$ cat config.mk
export PLATFORM = sky130hd
export DESIGN_NAME = ping_top
export DESIGN_NICKNAME = d
export VERILOG_FILES = /design/src/ping_ctrl_pkg.sv /design/src/ping_data_pkg.sv /design/src/holdoff_counter.sv /design/src/ping_top.sv /design/src/pipeline_controller.sv /design/src/threshold_trigger.sv /design/src/uart_tx.sv /design/src/window_correlator.sv
export VERILOG_INCLUDE_DIRS = /design/src
export SDC_FILE = /design/constraint.sdc
export NUM_CORES = 1
export LEC_CHECK = 0
export BUFFER_PORTS_ARGS = -buffer_cell sky130_fd_sc_hd__buf_2
export CAP_MARGIN = 20
export CORE_MARGIN = 5
export CORE_UTILIZATION = 57
export CTS_BUF_LIST = sky130_fd_sc_hd__clkbuf_8
export DETAILED_ROUTE_END_ITERATION = 12
export HOLD_SLACK_MARGIN = 0.02
export PLACE_DENSITY_LB_ADDON = 0.3
export SETUP_SLACK_MARGIN = 0.15
export SYNTH_ARGS = -nofsm -noshare
export SYNTH_HDL_FRONTEND = slang
export SYNTH_SLANG_ARGS = --single-unit
export TNS_END_PERCENT = 30
$ cat constraint.sdc
create_clock -name clk -period 9 [get_ports clk]
set_input_delay 0.45 -clock clk [delete_from_list [all_inputs] [get_ports clk]]
set_output_delay 0.45 -clock clk [all_outputs]
set_load 0.05 [all_outputs]
$ cat src/ping_defines.svh
/* sizes and timing of the ping detector, all in clk cycles.
   WIN_DEPTH must exceed NUM_TAPS and UART_BIT_CYCLES must be at least 2 */
`ifndef PING_DEFINES_SVH
`define PING_DEFINES_SVH

// correlation window and ping template
`define WIN_DEPTH        16
`define NUM_TAPS         4
`define TEMPLATE_TAP0    1
`define TEMPLATE_TAP1    3
`define TEMPLATE_TAP2    3
`define TEMPLATE_TAP3    1

// sample value at or above this fires a trigger
`define TRIGGER_LEVEL    200

// deaf time after a frame, and serial bit length
`define HOLDOFF_CYCLES   300
`define UART_BIT_CYCLES  8

`endif

$ cat src/ping_ctrl_pkg.sv
/* state and command types of the pipeline controller */
`default_nettype none

package ping_ctrl_pkg;

    typedef enum logic [2:0] {
        IDLE,
        TRIGGERED,
        WAIT_FOR_CC,
        TX_EN,
        HOLDOFF
    } ctrl_state_t;

    // hold-off counter command
    typedef enum logic [1:0] {ZERO, HOLD, COUNT} count_cmd_t;

endpackage

`default_nettype wire

$ cat src/ping_data_pkg.sv
/* data word types of the ping datapath, all unsigned */
`default_nettype none
`include "ping_defines.svh"

package ping_data_pkg;

    // one adc sample
    typedef logic [7:0] sample_t;
    // template coefficient
    typedef logic [3:0] tap_t;
    // sum of NUM_TAPS products, 255 * 8 worst case
    typedef logic [15:0] corr_t;
    // lag index, wide enough for any lag in the window
    typedef logic [$clog2(`WIN_DEPTH)-1:0] lag_t;

endpackage

`default_nettype wire

$ cat src/holdoff_counter.sv
/* hold-off timer, done is a level while the count sits at its last value */
`default_nettype none
`include "ping_defines.svh"

module holdoff_counter import ping_ctrl_pkg::*; (
    input  logic       clk,
    input  logic       reset_b,
    input  count_cmd_t count_cmd,
    output logic       holdoff_done
);

    localparam int CNT_W = $clog2(`HOLDOFF_CYCLES);
    localparam logic [CNT_W-1:0] LAST = CNT_W'(`HOLDOFF_CYCLES - 1);

    logic [CNT_W-1:0] count;

    always_ff @(posedge clk or negedge reset_b) begin
        if (!reset_b) begin
            count <= '0;
        end else begin
            case (count_cmd)
                ZERO:    count <= '0;
                // stop at the end, no wrap back to zero
                COUNT:   if (!holdoff_done) count <= count + 1'b1;
                default: count <= count;
            endcase
        end
    end

    assign holdoff_done = (count == LAST);

endmodule

`default_nettype wire

$ cat src/ping_top.sv
/* single-channel ping detector, all blocks on one clock.
   samples while spi_en is low are dropped */
`default_nettype none

module ping_top import ping_data_pkg::*, ping_ctrl_pkg::*; (
    input  logic    clk,
    input  logic    reset_b,
    input  sample_t sample_in,
    input  logic    sample_valid,
    output logic    spi_en,
    output logic    trigger_persistent,
    output logic    tx
);

    logic       trigger;
    logic       start_cc;
    logic       cc_done;
    logic       tx_en;
    logic       tx_done;
    logic       holdoff_done;
    count_cmd_t count_cmd;
    lag_t       max_lag;
    logic [7:0] tx_byte;

    // lag goes out zero-extended
    assign tx_byte = 8'(max_lag);

    threshold_trigger u_trigger (
        .clk, .reset_b, .sample_in, .sample_valid, .spi_en, .trigger
    );

    window_correlator u_correlator (
        .clk, .reset_b, .sample_in, .sample_valid, .spi_en, .start_cc,
        .cc_done, .max_lag
    );

    uart_tx u_uart_tx (
        .clk, .reset_b, .tx_en, .data(tx_byte), .tx, .tx_done
    );

    holdoff_counter u_holdoff (
        .clk, .reset_b, .count_cmd, .holdoff_done
    );

    pipeline_controller u_ctrl (
        .clk, .reset_b, .trigger, .cc_done, .tx_done, .holdoff_done,
        .start_cc, .tx_en, .spi_en, .trigger_persistent, .count_cmd
    );

endmodule

`default_nettype wire

$ cat src/pipeline_controller.sv
/* sequences one ping: trigger, correlation, uart frame, hold-off.
   plain levels and pulses only, the neighbours never stall */
`default_nettype none

module pipeline_controller import ping_ctrl_pkg::*; (
    input  logic       clk,
    input  logic       reset_b,
    input  logic       trigger,
    input  logic       cc_done,
    input  logic       tx_done,
    input  logic       holdoff_done,
    output logic       start_cc,
    output logic       tx_en,
    output logic       spi_en,
    output logic       trigger_persistent,
    output count_cmd_t count_cmd
);

    ctrl_state_t state;
    ctrl_state_t next_state;

    always_ff @(posedge clk or negedge reset_b) begin
        if (!reset_b) begin
            state <= IDLE;
        end else begin
            state <= next_state;
        end
    end

    always_comb begin
        next_state = state;
        case (state)
            // listening for a ping
            IDLE:        if (trigger) next_state = TRIGGERED;
            // start_cc goes out for this one cycle
            TRIGGERED:   next_state = WAIT_FOR_CC;
            WAIT_FOR_CC: if (cc_done) next_state = TX_EN;
            // tx_en held until the stop bit ends
            TX_EN:       if (tx_done) next_state = HOLDOFF;
            // let the echo die out
            HOLDOFF:     if (holdoff_done) next_state = IDLE;
            default:     next_state = IDLE;
        endcase
    end

    // moore decode of the outputs
    assign spi_en   = (state == IDLE);
    assign start_cc = (state == TRIGGERED);
    assign tx_en    = (state == TX_EN);
    assign trigger_persistent = (state == TRIGGERED) ||
                                (state == WAIT_FOR_CC) ||
                                (state == TX_EN);

    // counter runs only in hold-off, cleared elsewhere so it starts at zero
    assign count_cmd = (state == HOLDOFF) ? COUNT : ZERO;

    // correlator answers only the start issued from TRIGGERED
    assert property (@(posedge clk) disable iff (!reset_b)
        cc_done |-> (state == WAIT_FOR_CC))
        else $error("cc_done outside WAIT_FOR_CC");

    // frame ends only while tx_en is held
    assert property (@(posedge clk) disable iff (!reset_b)
        tx_done |-> (state == TX_EN))
        else $error("tx_done outside TX_EN");

endmodule

`default_nettype wire

$ cat src/threshold_trigger.sv
/* one-cycle trigger, a clock after a loud valid sample, only while spi_en */
`default_nettype none
`include "ping_defines.svh"

module threshold_trigger import ping_data_pkg::*; (
    input  logic    clk,
    input  logic    reset_b,
    input  sample_t sample_in,
    input  logic    sample_valid,
    input  logic    spi_en,
    output logic    trigger
);

    logic loud;

    assign loud = (sample_in >= sample_t'(`TRIGGER_LEVEL));

    always_ff @(posedge clk or negedge reset_b) begin
        if (!reset_b) begin
            trigger <= 1'b0;
        end else begin
            // back-to-back loud samples still give a single pulse
            trigger <= sample_valid && spi_en && loud && !trigger;
        end
    end

    // controller must still be listening when the pulse arrives
    assert property (@(posedge clk) disable iff (!reset_b)
        trigger |-> spi_en)
        else $error("trigger while spi_en low");

endmodule

`default_nettype wire

$ cat src/uart_tx.sv
/* 8N1 transmitter, UART_BIT_CYCLES clocks per bit, line idles high.
   data is sampled on the clock a frame starts */
`default_nettype none
`include "ping_defines.svh"

module uart_tx (
    input  logic       clk,
    input  logic       reset_b,
    input  logic       tx_en,
    input  logic [7:0] data,
    output logic       tx,
    output logic       tx_done
);

    localparam int CNT_W = $clog2(`UART_BIT_CYCLES);
    localparam logic [CNT_W-1:0] BIT_LAST = CNT_W'(`UART_BIT_CYCLES - 1);

    logic             busy;
    logic [CNT_W-1:0] bit_cnt;
    // start, 8 data and stop bit
    logic [3:0]       bit_idx;
    logic [9:0]       frame;
    logic             bit_end;

    assign bit_end = (bit_cnt == BIT_LAST);

    always_ff @(posedge clk or negedge reset_b) begin
        if (!reset_b) begin
            busy    <= 1'b0;
            bit_cnt <= '0;
            bit_idx <= '0;
        end else if (!busy) begin
            if (tx_en) begin
                busy    <= 1'b1;
                bit_cnt <= '0;
                bit_idx <= '0;
            end
        end else if (bit_end) begin
            bit_cnt <= '0;
            bit_idx <= bit_idx + 1'b1;
            if (bit_idx == 4'd9) begin
                busy <= 1'b0;
            end
        end else begin
            bit_cnt <= bit_cnt + 1'b1;
        end
    end

    // lsb first, shifted out at each bit end
    always_ff @(posedge clk) begin
        if (!busy && tx_en) begin
            frame <= {1'b1, data, 1'b0};
        end else if (busy && bit_end) begin
            frame <= {1'b1, frame[9:1]};
        end
    end

    assign tx      = busy ? frame[0] : 1'b1;
    assign tx_done = busy && bit_end && (bit_idx == 4'd9);

endmodule

`default_nettype wire

$ cat src/window_correlator.sv
/* sliding four-tap correlation over a frozen window, one lag per cycle.
   window holds X until WIN_DEPTH samples have arrived */
`default_nettype none
`include "ping_defines.svh"

module window_correlator import ping_data_pkg::*; (
    input  logic    clk,
    input  logic    reset_b,
    input  sample_t sample_in,
    input  logic    sample_valid,
    input  logic    spi_en,
    input  logic    start_cc,
    output logic    cc_done,
    output lag_t    max_lag
);

    localparam lag_t LAST_LAG = lag_t'(`WIN_DEPTH - `NUM_TAPS);

    localparam tap_t TAPS [`NUM_TAPS] = '{
        tap_t'(`TEMPLATE_TAP0),
        tap_t'(`TEMPLATE_TAP1),
        tap_t'(`TEMPLATE_TAP2),
        tap_t'(`TEMPLATE_TAP3)
    };

    // index 0 is the oldest sample
    sample_t window [`WIN_DEPTH];

    logic  busy;
    lag_t  lag;
    corr_t lag_sum;
    corr_t best_sum;
    lag_t  best_lag;

    // shift only while listening, frozen once the controller leaves IDLE
    always_ff @(posedge clk) begin
        if (sample_valid && spi_en) begin
            for (int i = 0; i < `WIN_DEPTH - 1; i++) begin
                window[i] <= window[i+1];
            end
            window[`WIN_DEPTH-1] <= sample_in;
        end
    end

    // products of the current lag
    always_comb begin
        lag_sum = '0;
        for (int k = 0; k < `NUM_TAPS; k++) begin
            lag_sum = lag_sum + corr_t'(window[int'(lag) + k]) * corr_t'(TAPS[k]);
        end
    end

    // scan lags 0..LAST_LAG, done pulse one cycle after the last one
    always_ff @(posedge clk or negedge reset_b) begin
        if (!reset_b) begin
            busy     <= 1'b0;
            lag      <= '0;
            cc_done  <= 1'b0;
            best_sum <= '0;
            best_lag <= '0;
        end else begin
            cc_done <= 1'b0;
            if (start_cc) begin
                busy     <= 1'b1;
                lag      <= '0;
                best_sum <= '0;
                best_lag <= '0;
            end else if (busy) begin
                // strict compare keeps the first of equal peaks
                if (lag_sum > best_sum) begin
                    best_sum <= lag_sum;
                    best_lag <= lag;
                end
                if (lag == LAST_LAG) begin
                    busy    <= 1'b0;
                    cc_done <= 1'b1;
                end else begin
                    lag <= lag + 1'b1;
                end
            end
        end
    end

    // stable from cc_done until the next start
    assign max_lag = best_lag;

    // a restart mid-scan would report a lag from two windows
    assert property (@(posedge clk) disable iff (!reset_b)
        start_cc |-> !busy)
        else $error("start_cc while a scan is running");

endmodule

`default_nettype wire
* Yosys cells after proc, flatten, opt, wreduce, memory -nomap -nowiden
Memories as Yosys holds them, arrays and structs flattened.
Index checks and enable logic that the tools add are counted.
** Cells by class
- Reduce and logical (&&, ||, !) cells :: 22
- Multiply operators :: 2
- Divide/modulo/power cells :: 0
- Muxes and demuxes :: 38
- Equality and inequality tests :: 16
- Magnitude comparators :: 2
- Shifts and indexed selects :: 0
- $add $sub $neg :: 10
- Bitwise logic cells :: 0
** Operator list (number)
- 16-bit 2-to-1 mux :: 3
- 4-bit 2-to-1 mux :: 9
- 3-bit 2-to-1 mux :: 7
- 8-bit by 2-bit multiplier with 10-bit output (second input constant) :: 2
- 9-bit one-hot mux with 2 select lines :: 1
- 16-bit by 10-bit adder with 16-bit output :: 1
- 16-bit by 8-bit adder with 16-bit output :: 1
- 16-bit greater-than comparator :: 1
- 3-bit one-hot mux with 5 select lines :: 1
- 2-bit inequality test (second input constant) :: 7
- 1-bit 2-to-1 mux :: 13
- 4-bit by 1-bit adder with 4-bit output (second input constant) :: 3
- 8-bit by 10-bit adder with 11-bit output :: 1
- 5-bit 2-to-1 mux :: 2
- 2-bit nonzero test :: 5
- 9-bit by 1-bit adder with 9-bit output (second input constant) :: 1
- 9-bit == test (second input constant) :: 1
- 9-bit 2-to-1 mux :: 1
- 4-bit by 2-bit adder with 4-bit output (second input constant) :: 2
- 4-bit == test (second input constant) :: 2
- 8-bit >= comparator (second input constant) :: 1
- 2-bit AND reduction :: 4
- 3-bit by 2-bit == test with 1-bit output (second input constant) :: 2
- 3-bit == test (second input constant) :: 2
- other kinds (10) :: 17
** Storage, ports and cells
- Flip-flop bits (word level) :: 56
- Latch bits :: 0
- Memories :: 1
- Output and inout bits :: 3
- RAM bits :: 128
- Word-level logic and storage cells :: 104
- ROM bits :: 0
** Memories
- u_correlator.window :: words 16, bits a word 8, rd ports 19, clocked after memory_dff 0, write ports 16, RTL line window_correlator.sv:27 : sample_t window [`WIN_DEPTH];

* Logic depth before layout (Yosys ltp)
An unclocked memory read counts as a cell.
- Word-level depth :: 10
- Depth in mapped cells :: 39

* Hierarchy
A second synthesis with hierarchy kept.
** Unflattened totals
- Cell total of the unflattened synthesis :: 768
- Area, all modules :: 11926.4 um^2
** Modules (own cells, without submodules)
- window_correlator :: times used 1, cells an instance 599, area each 10261.1 um^2
- uart_tx :: times used 1, cells an instance 86, area each 895.9 um^2
- holdoff_counter :: times used 1, cells an instance 57, area each 543.0 um^2
- pipeline_controller :: times used 1, cells an instance 22, area each 177.7 um^2
- threshold_trigger :: times used 1, cells an instance 3, area each 45.0 um^2
- ping_top :: times used 1, cells an instance 1, area each 3.8 um^2

* Worst setup path before layout
Ideal clock, no wire load.
- Kind :: register -> register
- From :: register u_correlator.lag[0]
- To :: register u_correlator.best_lag[2] (netlist: u_correlator.max_lag[2])
- Setup slack :: 727 ps
- Stages on the path, launching flop included :: 35
- Arrival :: 8207 ps
- Period minus slack after synthesis :: 8273 ps
- Path buffers :: 7
- Cell sequence :: dfrtp_1 -> buf_6 -> buf_6 -> buf_2 -> buf_2 -> inv_1 -> ha_1 -> clkbuf_1 -> clkbuf_1 -> mux4_2 -> mux4_2 -> fa_1 -> inv_1 -> fa_1 -> nor2b_1 -> o21ai_0 -> nand2b_1 -> xnor2_1 -> fa_1 -> fa_1 -> inv_1 -> ha_1 -> and3_1 -> a2111oi_4 -> o21ai_1 -> a21oi_1 -> xnor2_1 -> ha_1 -> nand2_1 -> o211ai_1 -> o311a_1 -> o31a_1 -> nor2b_1 -> buf_2 -> a22o_1
** On the way
- Word-level cells in the longest chain between the ends :: 9
- Elaborated cells on any way between the ends :: 12
** Ends and longest elaborated chain
- start: declaration :: RTL line window_correlator.sv:30 : lag_t lag;
- start signal: assignment :: RTL line window_correlator.sv:78 : lag <= lag + 1'b1;
- 4-bit by 1-bit adder with 4-bit output :: RTL line window_correlator.sv:49 : lag_sum = lag_sum + corr_t'(window[int'(lag) + k]) * corr_t'(TAPS[k]);
- memory 16 x 8 bit (*)
- 8-bit by 2-bit multiplier with 10-bit output :: RTL line window_correlator.sv:49
- 8-bit by 10-bit adder with 11-bit output :: RTL line window_correlator.sv:49
- 16-bit by 10-bit adder with 16-bit output :: RTL line window_correlator.sv:49
- 16-bit by 8-bit adder with 16-bit output (*) :: RTL line window_correlator.sv:49
- 16-bit greater-than comparator (*) :: RTL line window_correlator.sv:70 : if (lag_sum > best_sum) begin
- 2-bit nonzero test (no source line) (*)
- 2-bit AND reduction (no source line) (*)
- end signal: assignment :: RTL line window_correlator.sv:72 : best_lag <= lag;
- end: declaration :: RTL line window_correlator.sv:33 : lag_t best_lag;
Mark *: on every way between the ends. The rest lies on a longest branch, timed or not.
A chain may end at the register's enable or synchronous reset.

* Worst setup path in the final report
- From :: register u_correlator.lag[1]
- To :: register u_correlator.best_sum[10]
** On the way
- Word-level cells in the longest chain between the ends :: 9
- Elaborated cells on any way between the ends :: 15
** Ends and longest elaborated chain
- 4-bit by 1-bit adder with 4-bit output :: RTL line window_correlator.sv:49
- memory 16 x 8 bit (*)
- 8-bit by 2-bit multiplier with 10-bit output :: RTL line window_correlator.sv:49
- 8-bit by 10-bit adder with 11-bit output :: RTL line window_correlator.sv:49
- 16-bit by 10-bit adder with 16-bit output :: RTL line window_correlator.sv:49
- 16-bit by 8-bit adder with 16-bit output (*) :: RTL line window_correlator.sv:49
- 16-bit greater-than comparator / 16-bit 2-to-1 mux (equally long branches) :: RTL line window_correlator.sv:70
- 2-bit nonzero test (no source line) / 16-bit 2-to-1 mux (equally long branches)
- 2-bit AND reduction (no source line) / 16-bit 2-to-1 mux (equally long branches)
- end signal: assignment :: RTL line window_correlator.sv:71 : best_sum <= lag_sum;
- end: declaration :: RTL line window_correlator.sv:32 : corr_t best_sum;
Mark *: on every way between the ends. The rest lies on a longest branch, timed or not. The select of a mux whose other input is x is not followed.

==> results.rst <==
.. list-table::
   :header-rows: 1

   * - Metric
     - Value
   * - Run status
     - finished clean
   * - Highest net fanout along the worst path
     - 26
   * - Setup violations, final
     - 0
   * - Gpl congestion
     - 0.829
   * - Vias/cell
     - 6.66
   * - Number of antenna violations at the first check in global routing
     - 0
   * - Tot GR Track Use
     - 0.201
   * - Launch instance of the worst register-to-register path
     - u_correlator.lag[1]
   * - Share of Yosys cell area claimed by the top area cell type
     - 0.344
   * - Critical path launch point type
     - flop
   * - Source of the worst hold timing path
     - sample_in[1]
   * - Critical Path End Type
     - flop
   * - Length in cells of the worst reg-to-reg path
     - 30
   * - Total number of vias
     - 6685
   * - Final routed wirelength across all metal layers
     - 22.3 mm
   * - Min-Delay Path Depth
     - 1
   * - Synth area leader
     - sky130_fd_sc_hd__edfxtp_1
   * - Die area
     - 23200 um2
   * - Clk_skew
     - 0.0170 ns
   * - Relative slew margins
     - 0.405
   * - First-pass GRT wire length
     - 37.1 mm
   * - Max-cap violations
     - 0
   * - Gate count of the mapped netlist
     - 710
   * - Arrival @ worst endpoint
     - 8.81 ns
   * - Number of levels the H-tree was split into
     - 4
   * - Number of distinct library cells after synthesis
     - 46
   * - Leading post-synthesis cells by cell area
     - sky130_fd_sc_hd__edfxtp_1, sky130_fd_sc_hd__mux4_2, sky130_fd_sc_hd__dfrtp_1
   * - Die Ht
     - 152 um
   * - Clock latency reported for the late side of the worst-skew pair
     - 0.48 ns
   * - Total iterations of the first detailed-routing run
     - 5
   * - Final antenna-violating net count
     - 0
   * - Critical path type
     - flop to flop
   * - Slowest stage cell, crit path
     - sky130_fd_sc_hd__ha_2
   * - Number of synthesized flops with an enable pin
     - 132
   * - Net count reported at finish
     - 799
   * - Number of standard-cell rows in the floorplan
     - 52
   * - Master cell of the clock root buffer
     - sky130_fd_sc_hd__clkbuf_8
   * - Inserted Clock Buffers
     - 17
   * - Final-report hold violation count
     - 0
   * - Antenna diodes
     - 0
   * - Vias in the first global route
     - 6873
   * - Placed wire-length estimate after detailed placement
     - 15.0 mm
   * - Type of the most critical hold path
     - input port to flop
   * - Mean Syn Cell Area
     - 16.2 um2
   * - Detail-routed net length per standard cell
     - 22.2 um
   * - TritonCTS clock tree
     - done
   * - Sinks on Clock Net
     - 180
   * - Reg-to-Reg End
     - u_correlator.best_sum[10]
   * - Clock-pin transition on the worst setup and hold timing paths
     - 0.10 ns
   * - Leading cell types in the layout, fill and taps excluded
     - sky130_fd_sc_hd__mux4_2, sky130_fd_sc_hd__edfxtp_1, sky130_fd_sc_hd__inv_1
   * - Worst Hold Path EP
     - u_correlator.window[15][1]
   * - Drt drc
     - 0
   * - Final critical path time including I/O delays and setup
     - 8.41 ns
   * - Post-Synthesis Net Count
     - 788
   * - Netlist Area Pre-Place
     - 11500 um2
   * - Setup repair after global routing missed its margin
     - no
   * - Final critical-path share of the clock period
     - 0.934
   * - Final-report max-slew violation count
     - 0
   * - YS warnings
     - 0
   * - Die Width
     - 152 um
   * - Flops & latches, synth
     - 180
   * - Max clock buf depth
     - 2
   * - Initial cell density of the core
     - 0.575
   * - Area of the placeable core
     - 20000 um2
   * - DR iter-0 viols
     - 580
   * - Area growth from synthesis to layout
     - 6.63%
   * - Final core utilization
     - 0.613
   * - Port buffer count
     - 13
   * - Most common library cell in the layout ignoring fill and taps
     - sky130_fd_sc_hd__mux4_2
   * - Fraction of final layout cells sized beyond drive strength 1
     - 0.322
   * - Top achievable clock speed
     - 119 MHz
   * - Proportion of synthesized flip-flops having asynchronous set or reset
     - 0.239
   * - Leftover overflow at the end of global routing
     - 0
   * - Peak per-stage delay on the critical path
     - 0.79 ns
   * - Share of the yosys chip area belonging to registers
     - 0.446
   * - Data required, critical path
     - 9.40 ns
   * - Post-synth top flop
     - sky130_fd_sc_hd__edfxtp_1
   * - Pin count of the biggest net entering global routing
     - 85
   * - I/O pin count
     - 14
   * - Slew @ Worst Pin
     - 0.888 ns
   * - Setup slack on the worst flop-to-flop path
     - 0.59 ns
   * - Total negative slack
     - 0 ns
   * - Origin of the worst setup path
     - u_correlator.lag[1]
==> critical path: cells and delay by family (launching register included) <==
kind / cells / cell delay [ns]
multiplexers: 2 / 0.89
AND/OR/NAND/NOR: 4 / 0.89
XOR/XNOR: 2 / 0.23
buffers and inverters: 4 / 0.53
flip-flops: 1 / 0.44
AO/OA/AOI/OAI: 11 / 2.02
adder cells (fa/ha/maj): 7 / 3.30
==> layout make-up <==
type / instances / area [um2]
Inverter: 62 / 233
Multi-Input combinational cell: 432 / 5950
Sequential cell: 180 / 5150
Clock buffer: 18 / 248
Timing Repair Buffer: 28 / 218
Tap cell: 270 / 338
Fill cell: 1477 / 7750
Clock inverter: 14 / 153
==> cell families (layout without fill, tap and decap cells) <==
logic type | Yosys count | count (layout) | synth area share
muxes | 162 | 162 | 0.314
AOI/OAI and AO/OA | 77 | 77 | 0.0465
DFF | 180 | 180 | 0.446
xor gates and xnor gates | 31 | 31 | 0.0268
adders and majority gates | 67 | 67 | 0.0877
buffers and inverters | 98 | 122 | 0.0383
and+or+nand+nor | 95 | 95 | 0.0403
==> metal layers <==
metal,vias to the layer above,GRT usage,wire length [um]
met5,-,0,0
met4,0,0.0685,464
met3,25,0.0361,1300
met2,270,0.319,11300
met1,3511,0.288,9290
li1,2879,-,-
==> flip-flops by register name (all words and copies together) (netlist names) <==
register,flops
u_trigger.trigger,1
u_correlator.lag,4
u_correlator.cc_done,1
u_correlator.best_sum,12
u_correlator.window,128
u_uart_tx.bit_idx,4
u_correlator.busy,1
u_uart_tx.busy,1
u_uart_tx.bit_cnt,3
u_holdoff.count,9
u_uart_tx.frame,9
u_correlator.max_lag,4
u_ctrl.state,3
==> worst max path at each step <==
stage | to | slack [ns] | cells past startpoint
finish | u_correlator.best_sum[10] | 0.59 | 30
global placement | u_correlator.max_lag[0] | 0.62 | 30
floorplan | u_correlator.max_lag[2] | 0.73 | 34
CTS | u_correlator.best_sum[10] | 0.36 | 30
global route | u_correlator.best_sum[10] | 0.16 | 28
detailed placement | u_correlator.best_sum[10] | 0.42 | 30
==> metrics by stage <==
| stage | std cells | cell area [um2] | hold slack, ns | setup slack (ns) |
|---|---|---|---|---|
| after floorplan | 710 | 11500 | 0.154 | 0.727 |
| after global placement | 970 | 11900 | 0.440 | 0.618 |
| after detailed placement | 970 | 11900 | 0.452 | 0.424 |
| after CTS | 1002 | 12300 | 0.116 | 0.363 |
| after global routing | 1004 | 12300 | 0.111 | 0.159 |
| final | 1004 | 12300 | 0.140 | 0.590 |
==> what timing repair did <==
action                                  in CTS  in global routing
hold endpoints to repair                     0                  5
setup buffers                                0                  0
gates resized for setup                      0                  2
endpoints found under the setup margin       0                 15
hold buffers                                 0                  1
==> Yosys cell counts, types with 6 or more instances <==
| cell type | n |
|---|---|
| sky130_fd_sc_hd__xnor2_1 | 14 |
| sky130_fd_sc_hd__buf_6 | 7 |
| sky130_fd_sc_hd__dfrtp_1 | 43 |
| sky130_fd_sc_hd__o21ai_0 | 10 |
| sky130_fd_sc_hd__inv_1 | 56 |
| sky130_fd_sc_hd__a22o_1 | 21 |
| sky130_fd_sc_hd__nor2_1 | 28 |
| sky130_fd_sc_hd__ha_1 | 44 |
| sky130_fd_sc_hd__inv_2 | 6 |
| sky130_fd_sc_hd__clkbuf_1 | 10 |
| sky130_fd_sc_hd__nand2_1 | 24 |
| sky130_fd_sc_hd__buf_2 | 17 |
| sky130_fd_sc_hd__nand3_1 | 11 |
| sky130_fd_sc_hd__a21oi_1 | 25 |
| sky130_fd_sc_hd__edfxtp_1 | 132 |
| sky130_fd_sc_hd__xor2_1 | 12 |
| sky130_fd_sc_hd__mux4_2 | 160 |
| sky130_fd_sc_hd__fa_1 | 23 |
Power is left out: the tool's default activity adds up to more than one toggle a clock period on the data nets, which glitch-free logic cannot reach.
